$ cat config.mk
export PLATFORM = sky130hd
export DESIGN_NAME = rv_core
export DESIGN_NICKNAME = d
export VERILOG_FILES = /design/src/hw/rv_pkg.sv /design/src/hw/alu.sv /design/src/hw/core_control.sv /design/src/hw/imm_gen.sv /design/src/hw/pc_unit.sv /design/src/hw/reg_file.sv /design/src/hw/rv_core.sv
export SDC_FILE = /design/constraint.sdc
export NUM_CORES = 2
export LEC_CHECK = 0
export ABC_AREA = 1
export BUFFER_PORTS_ARGS = -buffer_cell sky130_fd_sc_hd__buf_2
export CORE_AREA = 4 4 509 511
export DETAILED_ROUTE_END_ITERATION = 7
export DIE_AREA = 0 0 513 515
export HOLD_SLACK_MARGIN = 0.02
export SLEW_MARGIN = 15
export SYNTH_ARGS = -nofsm -noshare
export SYNTH_HDL_FRONTEND = slang
export SYNTH_SLANG_ARGS = --single-unit
export TNS_END_PERCENT = 10
$ cat constraint.sdc
create_clock -name clk -period 10.81 [get_ports clk]
set_clock_uncertainty 0.05 [all_clocks]
set_input_delay 2.162 -clock clk [delete_from_list [all_inputs] [get_ports clk]]
set_output_delay 2.162 -clock clk [all_outputs]
set_load 0.02 [all_outputs]
$ cat src/hw/rv_pkg.sv
// rv32i core package with widths, opcodes, function codes and shared structs
package rv_pkg;

  localparam int XLEN = 32;
  localparam int REG_ADDR_W = 5;

  typedef logic [XLEN-1:0] word_t;
  typedef logic [REG_ADDR_W-1:0] reg_idx_t;

  // major opcodes kept in this core
  typedef enum logic [6:0] {
    OP_LUI     = 7'b0110111,
    OP_AUIPC   = 7'b0010111,
    OP_JAL     = 7'b1101111,
    OP_JALR    = 7'b1100111,
    OP_BRANCH  = 7'b1100011,
    OP_REG_IMM = 7'b0010011,
    OP_REG_REG = 7'b0110011,
    OP_SYSTEM  = 7'b1110011
  } opcode_e;

  typedef enum logic [3:0] {
    ALU_ADD, ALU_SUB, ALU_SLL, ALU_SLT, ALU_SLTU,
    ALU_XOR, ALU_SRL, ALU_SRA, ALU_OR, ALU_AND
  } alu_op_e;

  typedef enum logic [2:0] {
    IMM_I, IMM_S, IMM_B, IMM_J, IMM_U
  } imm_sel_e;

  // branch conditions in funct3
  localparam logic [2:0] F3_BEQ  = 3'b000;
  localparam logic [2:0] F3_BNE  = 3'b001;
  localparam logic [2:0] F3_BLT  = 3'b100;
  localparam logic [2:0] F3_BGE  = 3'b101;
  localparam logic [2:0] F3_BLTU = 3'b110;
  localparam logic [2:0] F3_BGEU = 3'b111;

  // funct7 of sub and sra
  localparam logic [6:0] F7_ALT = 7'b0100000;

  typedef struct packed {
    alu_op_e    alu_op;
    logic       b_imm;
    logic       a_pc;
    logic       a_zero;
    imm_sel_e   imm_sel;
    logic       rd_write;
    logic       branch;
    logic       jal;
    logic       jalr;
    logic [2:0] funct3;
    logic       illegal;
    logic       ecall;
  } decode_t;

  typedef struct packed {
    logic     valid;
    logic     wrote;
    logic     illegal;
    reg_idx_t rd;
    word_t    data;
    word_t    pc;
  } retire_t;

endpackage

$ cat src/hw/alu.sv
// integer alu for add, sub, logic, shifts and set-less-than
`timescale 1ns/1ps

module alu (
  input  rv_pkg::decode_t dec,
  input  rv_pkg::word_t   rs1_data,
  input  rv_pkg::word_t   rs2_data,
  input  rv_pkg::word_t   imm,
  input  rv_pkg::word_t   pc,
  output rv_pkg::word_t   result
);

  rv_pkg::word_t op_a;
  rv_pkg::word_t op_b;
  logic [4:0]    shamt;

  // lui adds its immediate to zero, auipc to the pc
  always_comb begin
    if (dec.a_zero) begin
      op_a = '0;
    end else if (dec.a_pc) begin
      op_a = pc;
    end else begin
      op_a = rs1_data;
    end
  end

  assign op_b = dec.b_imm ? imm : rs2_data;
  assign shamt = op_b[4:0];

  always_comb begin
    case (dec.alu_op)
      rv_pkg::ALU_ADD:  result = op_a + op_b;
      rv_pkg::ALU_SUB:  result = op_a - op_b;
      rv_pkg::ALU_SLL:  result = op_a << shamt;
      rv_pkg::ALU_SLT:  result = {31'd0, $signed(op_a) < $signed(op_b)};
      rv_pkg::ALU_SLTU: result = {31'd0, op_a < op_b};
      rv_pkg::ALU_XOR:  result = op_a ^ op_b;
      rv_pkg::ALU_SRL:  result = op_a >> shamt;
      rv_pkg::ALU_SRA:  result = $unsigned($signed(op_a) >>> shamt);
      rv_pkg::ALU_OR:   result = op_a | op_b;
      rv_pkg::ALU_AND:  result = op_a & op_b;
      default:          result = '0;
    endcase
  end

endmodule

$ cat src/hw/core_control.sv
// core control with instruction decode, fetch handshake, halt state and retire record
`timescale 1ns/1ps

module core_control (
  input  logic             clk,
  input  logic             rst,
  input  rv_pkg::word_t    insn,
  input  logic             insn_valid,
  output logic             insn_ready,
  output rv_pkg::decode_t  dec,
  output logic             accept,
  output rv_pkg::word_t    rd_data,
  input  rv_pkg::word_t    alu_result,
  input  rv_pkg::word_t    link,
  input  rv_pkg::word_t    pc,
  output rv_pkg::retire_t  retire,
  output logic             halt
);

  logic       halted;
  logic [2:0] funct3;
  logic [6:0] funct7;

  assign funct3 = insn[14:12];
  assign funct7 = insn[31:25];

  // alt selects sub or sra where funct3 allows it
  function automatic rv_pkg::alu_op_e alu_from_funct(input logic [2:0] f3, input logic alt);
    case (f3)
      3'b000:  alu_from_funct = alt ? rv_pkg::ALU_SUB : rv_pkg::ALU_ADD;
      3'b001:  alu_from_funct = rv_pkg::ALU_SLL;
      3'b010:  alu_from_funct = rv_pkg::ALU_SLT;
      3'b011:  alu_from_funct = rv_pkg::ALU_SLTU;
      3'b100:  alu_from_funct = rv_pkg::ALU_XOR;
      3'b101:  alu_from_funct = alt ? rv_pkg::ALU_SRA : rv_pkg::ALU_SRL;
      3'b110:  alu_from_funct = rv_pkg::ALU_OR;
      default: alu_from_funct = rv_pkg::ALU_AND;
    endcase
  endfunction

  always_comb begin
    dec = '0;
    dec.alu_op = rv_pkg::ALU_ADD;
    dec.imm_sel = rv_pkg::IMM_I;
    dec.funct3 = funct3;
    case (insn[6:0])
      rv_pkg::OP_LUI: begin
        dec.a_zero = 1'b1;
        dec.b_imm = 1'b1;
        dec.imm_sel = rv_pkg::IMM_U;
        dec.rd_write = 1'b1;
      end
      rv_pkg::OP_AUIPC: begin
        dec.a_pc = 1'b1;
        dec.b_imm = 1'b1;
        dec.imm_sel = rv_pkg::IMM_U;
        dec.rd_write = 1'b1;
      end
      rv_pkg::OP_JAL: begin
        dec.jal = 1'b1;
        dec.imm_sel = rv_pkg::IMM_J;
        dec.rd_write = 1'b1;
      end
      rv_pkg::OP_JALR: begin
        dec.jalr = 1'b1;
        dec.rd_write = 1'b1;
        dec.illegal = (funct3 != 3'b000);
      end
      rv_pkg::OP_BRANCH: begin
        dec.branch = 1'b1;
        dec.imm_sel = rv_pkg::IMM_B;
        // 010 and 011 are not branch conditions
        dec.illegal = (funct3 == 3'b010) || (funct3 == 3'b011);
      end
      rv_pkg::OP_REG_IMM: begin
        dec.b_imm = 1'b1;
        dec.rd_write = 1'b1;
        dec.alu_op = alu_from_funct(funct3, (funct3 == 3'b101) && insn[30]);
        if (funct3 == 3'b001) begin
          dec.illegal = (funct7 != 7'd0);
        end else if (funct3 == 3'b101) begin
          dec.illegal = (funct7 != 7'd0) && (funct7 != rv_pkg::F7_ALT);
        end
      end
      rv_pkg::OP_REG_REG: begin
        dec.rd_write = 1'b1;
        dec.alu_op = alu_from_funct(funct3, insn[30]);
        // only add/sub and srl/sra have an alternate encoding
        dec.illegal = !((funct7 == 7'd0) ||
                        ((funct7 == rv_pkg::F7_ALT) && (funct3 == 3'b000 || funct3 == 3'b101)));
      end
      rv_pkg::OP_SYSTEM: begin
        dec.ecall = (insn[31:7] == 25'd0);
        dec.illegal = !dec.ecall;
      end
      default: dec.illegal = 1'b1;
    endcase
    // illegal retires as a plain pc + 4
    if (dec.illegal) begin
      dec.rd_write = 1'b0;
      dec.branch = 1'b0;
      dec.jalr = 1'b0;
    end
  end

  assign insn_ready = !halted;
  assign accept = insn_valid && insn_ready;
  assign halt = halted;
  assign rd_data = (dec.jal || dec.jalr) ? link : alu_result;

  always_ff @(posedge clk) begin
    if (rst) begin
      halted <= 1'b0;
      retire <= '0;
    end else if (accept) begin
      halted <= dec.ecall;
      retire.valid <= 1'b1;
      retire.wrote <= dec.rd_write;
      retire.illegal <= dec.illegal;
      retire.rd <= dec.rd_write ? insn[11:7] : '0;
      retire.data <= dec.rd_write ? rd_data : '0;
      retire.pc <= pc;
    end else begin
      retire.valid <= 1'b0;
    end
  end

endmodule

$ cat src/hw/imm_gen.sv
// immediate generator for the I, S, B, J and U instruction formats
`timescale 1ns/1ps

module imm_gen (
  input  rv_pkg::word_t    insn,
  input  rv_pkg::imm_sel_e sel,
  output rv_pkg::word_t    imm
);

  logic sign;

  assign sign = insn[31];

  always_comb begin
    case (sel)
      rv_pkg::IMM_I: imm = {{20{sign}}, insn[31:20]};
      rv_pkg::IMM_S: imm = {{20{sign}}, insn[31:25], insn[11:7]};
      // branch offsets are in halfwords
      rv_pkg::IMM_B: imm = {{19{sign}}, sign, insn[7], insn[30:25], insn[11:8], 1'b0};
      rv_pkg::IMM_J: imm = {{11{sign}}, sign, insn[19:12], insn[20], insn[30:21], 1'b0};
      rv_pkg::IMM_U: imm = {insn[31:12], 12'd0};
      default:       imm = '0;
    endcase
  end

endmodule

$ cat src/hw/pc_unit.sv
// program counter with branch evaluation and next-pc selection
`timescale 1ns/1ps

module pc_unit #(
  parameter rv_pkg::word_t RESET_PC = '0
) (
  input  logic            clk,
  input  logic            rst,
  input  rv_pkg::decode_t dec,
  input  logic            accept,
  input  rv_pkg::word_t   rs1_data,
  input  rv_pkg::word_t   rs2_data,
  input  rv_pkg::word_t   imm,
  output rv_pkg::word_t   pc,
  output rv_pkg::word_t   link
);

  logic          taken;
  rv_pkg::word_t next_pc;

  always_comb begin
    case (dec.funct3)
      rv_pkg::F3_BEQ:  taken = (rs1_data == rs2_data);
      rv_pkg::F3_BNE:  taken = (rs1_data != rs2_data);
      rv_pkg::F3_BLT:  taken = ($signed(rs1_data) < $signed(rs2_data));
      rv_pkg::F3_BGE:  taken = ($signed(rs1_data) >= $signed(rs2_data));
      rv_pkg::F3_BLTU: taken = (rs1_data < rs2_data);
      rv_pkg::F3_BGEU: taken = (rs1_data >= rs2_data);
      default:         taken = 1'b0;
    endcase
  end

  assign link = pc + 32'd4;

  always_comb begin
    if (dec.jal || (dec.branch && taken)) begin
      next_pc = pc + imm;
    end else if (dec.jalr) begin
      // jalr target drops bit 0
      next_pc = (rs1_data + imm) & ~32'd1;
    end else begin
      next_pc = link;
    end
  end

  always_ff @(posedge clk) begin
    if (rst) begin
      pc <= RESET_PC;
    end else if (accept) begin
      pc <= next_pc;
    end
  end

endmodule

$ cat src/hw/reg_file.sv
// integer register file with two combinational read ports and x0 held at zero
`timescale 1ns/1ps

module reg_file (
  input  logic             clk,
  input  logic             rst,
  input  rv_pkg::reg_idx_t rs1,
  input  rv_pkg::reg_idx_t rs2,
  output rv_pkg::word_t    rs1_data,
  output rv_pkg::word_t    rs2_data,
  input  rv_pkg::reg_idx_t rd,
  input  logic             we,
  input  rv_pkg::word_t    rd_data
);

  // x0 has no storage
  rv_pkg::word_t regs [1:31];

  assign rs1_data = (rs1 == '0) ? '0 : regs[rs1];
  assign rs2_data = (rs2 == '0) ? '0 : regs[rs2];

  always_ff @(posedge clk) begin
    if (rst) begin
      for (int i = 1; i < 32; i++) begin
        regs[i] <= '0;
      end
    end else if (we && rd != '0) begin
      regs[rd] <= rd_data;
    end
  end

endmodule

$ cat src/hw/rv_core.sv
// single-cycle rv32i core top level wiring control, immediates, registers, alu and pc
`timescale 1ns/1ps

module rv_core #(
  parameter rv_pkg::word_t RESET_PC = '0
) (
  input  logic            clk,
  input  logic            rst,
  input  rv_pkg::word_t   insn,
  input  logic            insn_valid,
  output logic            insn_ready,
  output rv_pkg::word_t   pc,
  output rv_pkg::retire_t retire,
  output logic            halt
);

  rv_pkg::decode_t dec;
  logic            accept;
  rv_pkg::word_t   imm;
  rv_pkg::word_t   rs1_data;
  rv_pkg::word_t   rs2_data;
  rv_pkg::word_t   alu_result;
  rv_pkg::word_t   rd_data;
  rv_pkg::word_t   link;

  core_control u_control (
    .clk        (clk),
    .rst        (rst),
    .insn       (insn),
    .insn_valid (insn_valid),
    .insn_ready (insn_ready),
    .dec        (dec),
    .accept     (accept),
    .rd_data    (rd_data),
    .alu_result (alu_result),
    .link       (link),
    .pc         (pc),
    .retire     (retire),
    .halt       (halt)
  );

  imm_gen u_imm (
    .insn (insn),
    .sel  (dec.imm_sel),
    .imm  (imm)
  );

  // write lands on the accepting edge only
  reg_file u_regs (
    .clk      (clk),
    .rst      (rst),
    .rs1      (insn[19:15]),
    .rs2      (insn[24:20]),
    .rs1_data (rs1_data),
    .rs2_data (rs2_data),
    .rd       (insn[11:7]),
    .we       (accept && dec.rd_write),
    .rd_data  (rd_data)
  );

  alu u_alu (
    .dec      (dec),
    .rs1_data (rs1_data),
    .rs2_data (rs2_data),
    .imm      (imm),
    .pc       (pc),
    .result   (alu_result)
  );

  pc_unit #(
    .RESET_PC (RESET_PC)
  ) u_pc (
    .clk      (clk),
    .rst      (rst),
    .dec      (dec),
    .accept   (accept),
    .rs1_data (rs1_data),
    .rs2_data (rs2_data),
    .imm      (imm),
    .pc       (pc),
    .link     (link)
  );

endmodule

==> reports/qor.txt <==
Clock Sinks -> 1129
CTS resizes -> 0
Min-delay src -> u_control.retire[50]
Avg Inst Size Synth -> 7.34 um^2
Reg2reg start -> u_regs.regs[18][11]
Min Tclk post-route -> 8890 ps
Worst Max-Slew Pin Slew -> 1360 ps
Final WS setup -> 1920 ps
Worst-case reg-to-reg path depth -> 24
RePlAce Congestion -> 1.02
Total Power -> 13.7 mW
Area of the core -> 254000 um^2
Root Driver -> clkbuf_16
Vias -> 76000
Setup_tns -> 0 ps
Reg2reg setup slack -> 4260 ps
Placed cell area -> 79800 um^2
Routed len/inst -> 26.6 um
Kind of critical path -> input port to flip-flop
Yosys cell types -> 60
Clock Pin Slew Worst Setup and Hold Paths -> 50 ps
Final Setup Violations -> 0
Peak supply drop -> 0.172 mV
Vias per cell -> 5.58
Max_slew headroom -> 8.65%
Final hold violations -> 0
F_max -> 113 MHz
Vias in the first global route -> 68000
Main combinational cell family by area after synthesis -> simple AND/OR/NAND/NOR gates
Adder-cell share of the synthesized area -> 3.28%
Crit. End Element -> flip-flop
Cell count after synthesis -> 10400
Initial antenna violation count -> 11
CP Data Required Time -> 11290 ps
Initial Util -> 29.9%
Die height -> 515 um
Drt initial violations -> 12000
Pre-CTS setup slack -> 1620 ps
Status -> completed
Maximum clock insertion buffer count -> 3
Synth top area cells -> edfxtp_1 (40%), nand2_1 (11%), nor2_1 (7.7%)
Tcrit/Tclk final -> 82.2%
GR Overflow Total -> 0
Hold EP -> u_control.retire[50]
CP startpoint kind -> input port
Port bufs -> 140
Synth Area in Compound Gates -> 14.7%
Ports -> 141
Max Transition Viols Final -> 0
Final WL -> 363000 um
Fraction of registers with async set/reset -> 0%
Share of cells above drive strength 1 -> 7.05%
DRT Pass-1 Iters -> 7
Commonest non-fill, non-tap cell in the layout -> nand2_1
# rows -> 185
Main synth FF type -> edfxtp_1
Final ANT Viol Nets -> 0
Leakage power -> 34.3 nW
Simple-gate share of the synthesized area -> 28.5%
Largest net degree at the start of global routing -> 140
MaxCap Viol Count -> 0
Layout net count -> 10400
Area growth, synth to finish -> 10.6%
Post-synth EDFFs -> 1024
Most frequent cells in the layout -> nand2_1 (2201), nor2_1 (1546), nand3_1 (1161), edfxtp_1 (1024), o21ai_0 (933)
R2r endpoint -> u_regs.regs[22][21]
Worst-Skew Late Latency -> 830 ps
Dpl hpwl -> 244000 um
Sequential fraction of the synthesis area -> 43.2%
Total CTS buffers -> 136
Hold Path Class -> flip-flop to flip-flop
Dominant cell type by area after synthesis -> edfxtp_1
WHS Path Cells -> 2
Cts hold-fix bufs -> 0
Mux share of post-synthesis cell area -> 0.0264%
RSZ-0062 raised after global routing -> no
#FFs+latches synth -> 1129
Pwr dens -> 163 nW/um^2
Final Cell Area -> 84000 um^2
Synth Area in XOR/XNOR -> 0.969%
DRC Markers -> 0
Die W -> 513 um
First-pass GRT wire length -> 506000 um
Post-synthesis instance area -> 76000 um^2
Ys Warns -> 0
Gr usage total -> 26.3%
Crit-path max FO -> 97
Hold slack -> 414 ps
Die footprint -> 264000 um^2
Share of the synthesized area in the top cell type -> 40.5%
Worst Path Arrival -> 9360 ps
Setup Fix Bufs, Post-CTS -> 0
H-tree Lvls -> 4
TritonCTS clock tree -> yes
==> where the power goes <==
part | total (mW) | switching, mW | internal [mW]
clock network | 4.43 | 1.98 | 2.46
logic | 4.26 | 3.32 | 0.939
registers | 5.01 | 0.0756 | 4.94
total | 13.7 | 5.37 | 8.33
==> through the flow <==
stage | instances | util (%)
after floorplan | 10400 | -
after global placement | 13400 | 31.4
after detailed placement | 13400 | 31.4
after CTS | 13600 | 33.1
after global routing | 13600 | 33.1
final | 13600 | 33.1
==> per-layer routing <==
layer / vias up / wire length (um) / track usage (%)
met1: 35900 / 140000 / 34.3
met3: 885 / 41700 / 5.82
met4: 0 / 28600 / 17.7
li1: 34300 / - / -
met5: - / 0 / 0.183
met2: 4930 / 152000 / 38.9
==> state kept, by name (all words and copies together), names as in the netlist <==
| register | count |
|---|---|
| u_pc.pc | 32 |
| u_control.retire | 72 |
| u_control.halt | 1 |
| u_regs.regs | 1024 |
==> critical path, stage by stage <==
cell	delay, ps
buf_8	440
inv_8	330
buf_12	340
a21oi_1	210
o21ai_0	130
nand3_1	110
nand3_1	270
nand3_1	420
nand3_1	410
o21ai_0	280
buf_4	240
ha_1	230
inv_1	130
a21oi_1	330
a21boi_0	230
o21ai_0	120
a21oi_1	590
o21bai_1	210
nand2_1	100
nand2_1	100
o21ai_0	200
a21oi_1	60
nor3_1	340
nand4_1	470
nand2_2	250
buf_12	280
nor2_1	70
==> how the worst max path moves through the flow <==
stage          startpoint                   to  depth (start not counted)
2_1_floorplan    insn[21]  u_regs.regs[11][27]                         26
3_3_place_gp      insn[1]  u_regs.regs[30][28]                         25
3_5_place_dp      insn[1]  u_regs.regs[27][19]                         24
4_1_cts           insn[1]  u_regs.regs[23][19]                         24
5_1_grt          insn[20]  u_regs.regs[23][19]                         24
6_report         insn[20]  u_regs.regs[22][21]                         27
==> synth_stat cells, types with 3 or more instances <==
| cell type | number |
|---|---|
| a211oi_1 | 7 |
| a21boi_0 | 11 |
| a21o_1 | 7 |
| a21oi_1 | 711 |
| a221oi_1 | 24 |
| a31oi_1 | 9 |
| a32o_1 | 4 |
| and3_1 | 4 |
| buf_1 | 53 |
| buf_2 | 343 |
| buf_4 | 58 |
| buf_6 | 9 |
| clkbuf_1 | 307 |
| clkinv_1 | 5 |
| dfxtp_1 | 105 |
| edfxtp_1 | 1024 |
| fa_1 | 4 |
| ha_1 | 193 |
| inv_1 | 876 |
| inv_2 | 29 |
| nand2_1 | 2256 |
| nand2_2 | 11 |
| nand3_1 | 1162 |
| nand3_2 | 3 |
| nand3b_1 | 10 |
| nand4_1 | 68 |
| nor2_1 | 1550 |
| nor2_2 | 9 |
| nor2_4 | 3 |
| nor3_1 | 90 |
| nor3_4 | 3 |
| nor3b_1 | 5 |
| nor4_1 | 10 |
| o2111ai_1 | 25 |
| o211ai_1 | 162 |
| o21a_1 | 19 |
| o21ai_0 | 937 |
| o21ai_1 | 23 |
| o21bai_1 | 15 |
| o221ai_1 | 12 |
| o22ai_1 | 61 |
| o311ai_0 | 7 |
| or2_2 | 28 |
| xnor2_1 | 22 |
| xor2_1 | 62 |
==> final cells by class <==
| type | count | area, um^2 |
|---|---|---|
| fill | 27000 | 170000 |
| multi-input combinational | 7577 | 36400 |
| sequential | 1129 | 32900 |
| tap | 3366 | 4210 |
| clock buffer | 177 | 3630 |
| inverter | 911 | 3450 |
| timing repair buffer | 384 | 2890 |
| clock inverter | 64 | 531 |
| antenna | 9 | 22.5 |
==> kinds of logic (layout without fill, tap and decap cells) <==
| logic type | after synthesis | in the layout |
|---|---|---|
| other | 1 | 41 |
| xor gates and xnor gates | 84 | 84 |
| AOI/OAI and AO/OA | 2042 | 2042 |
| adders and majority gates | 197 | 197 |
| DFF | 1129 | 1129 |
| muxes | 2 | 2 |
| and+or+nand+nor | 5220 | 5220 |
| buffers and inverters | 1681 | 1536 |
No activity file was read; power rests on OpenSTA's default activity.
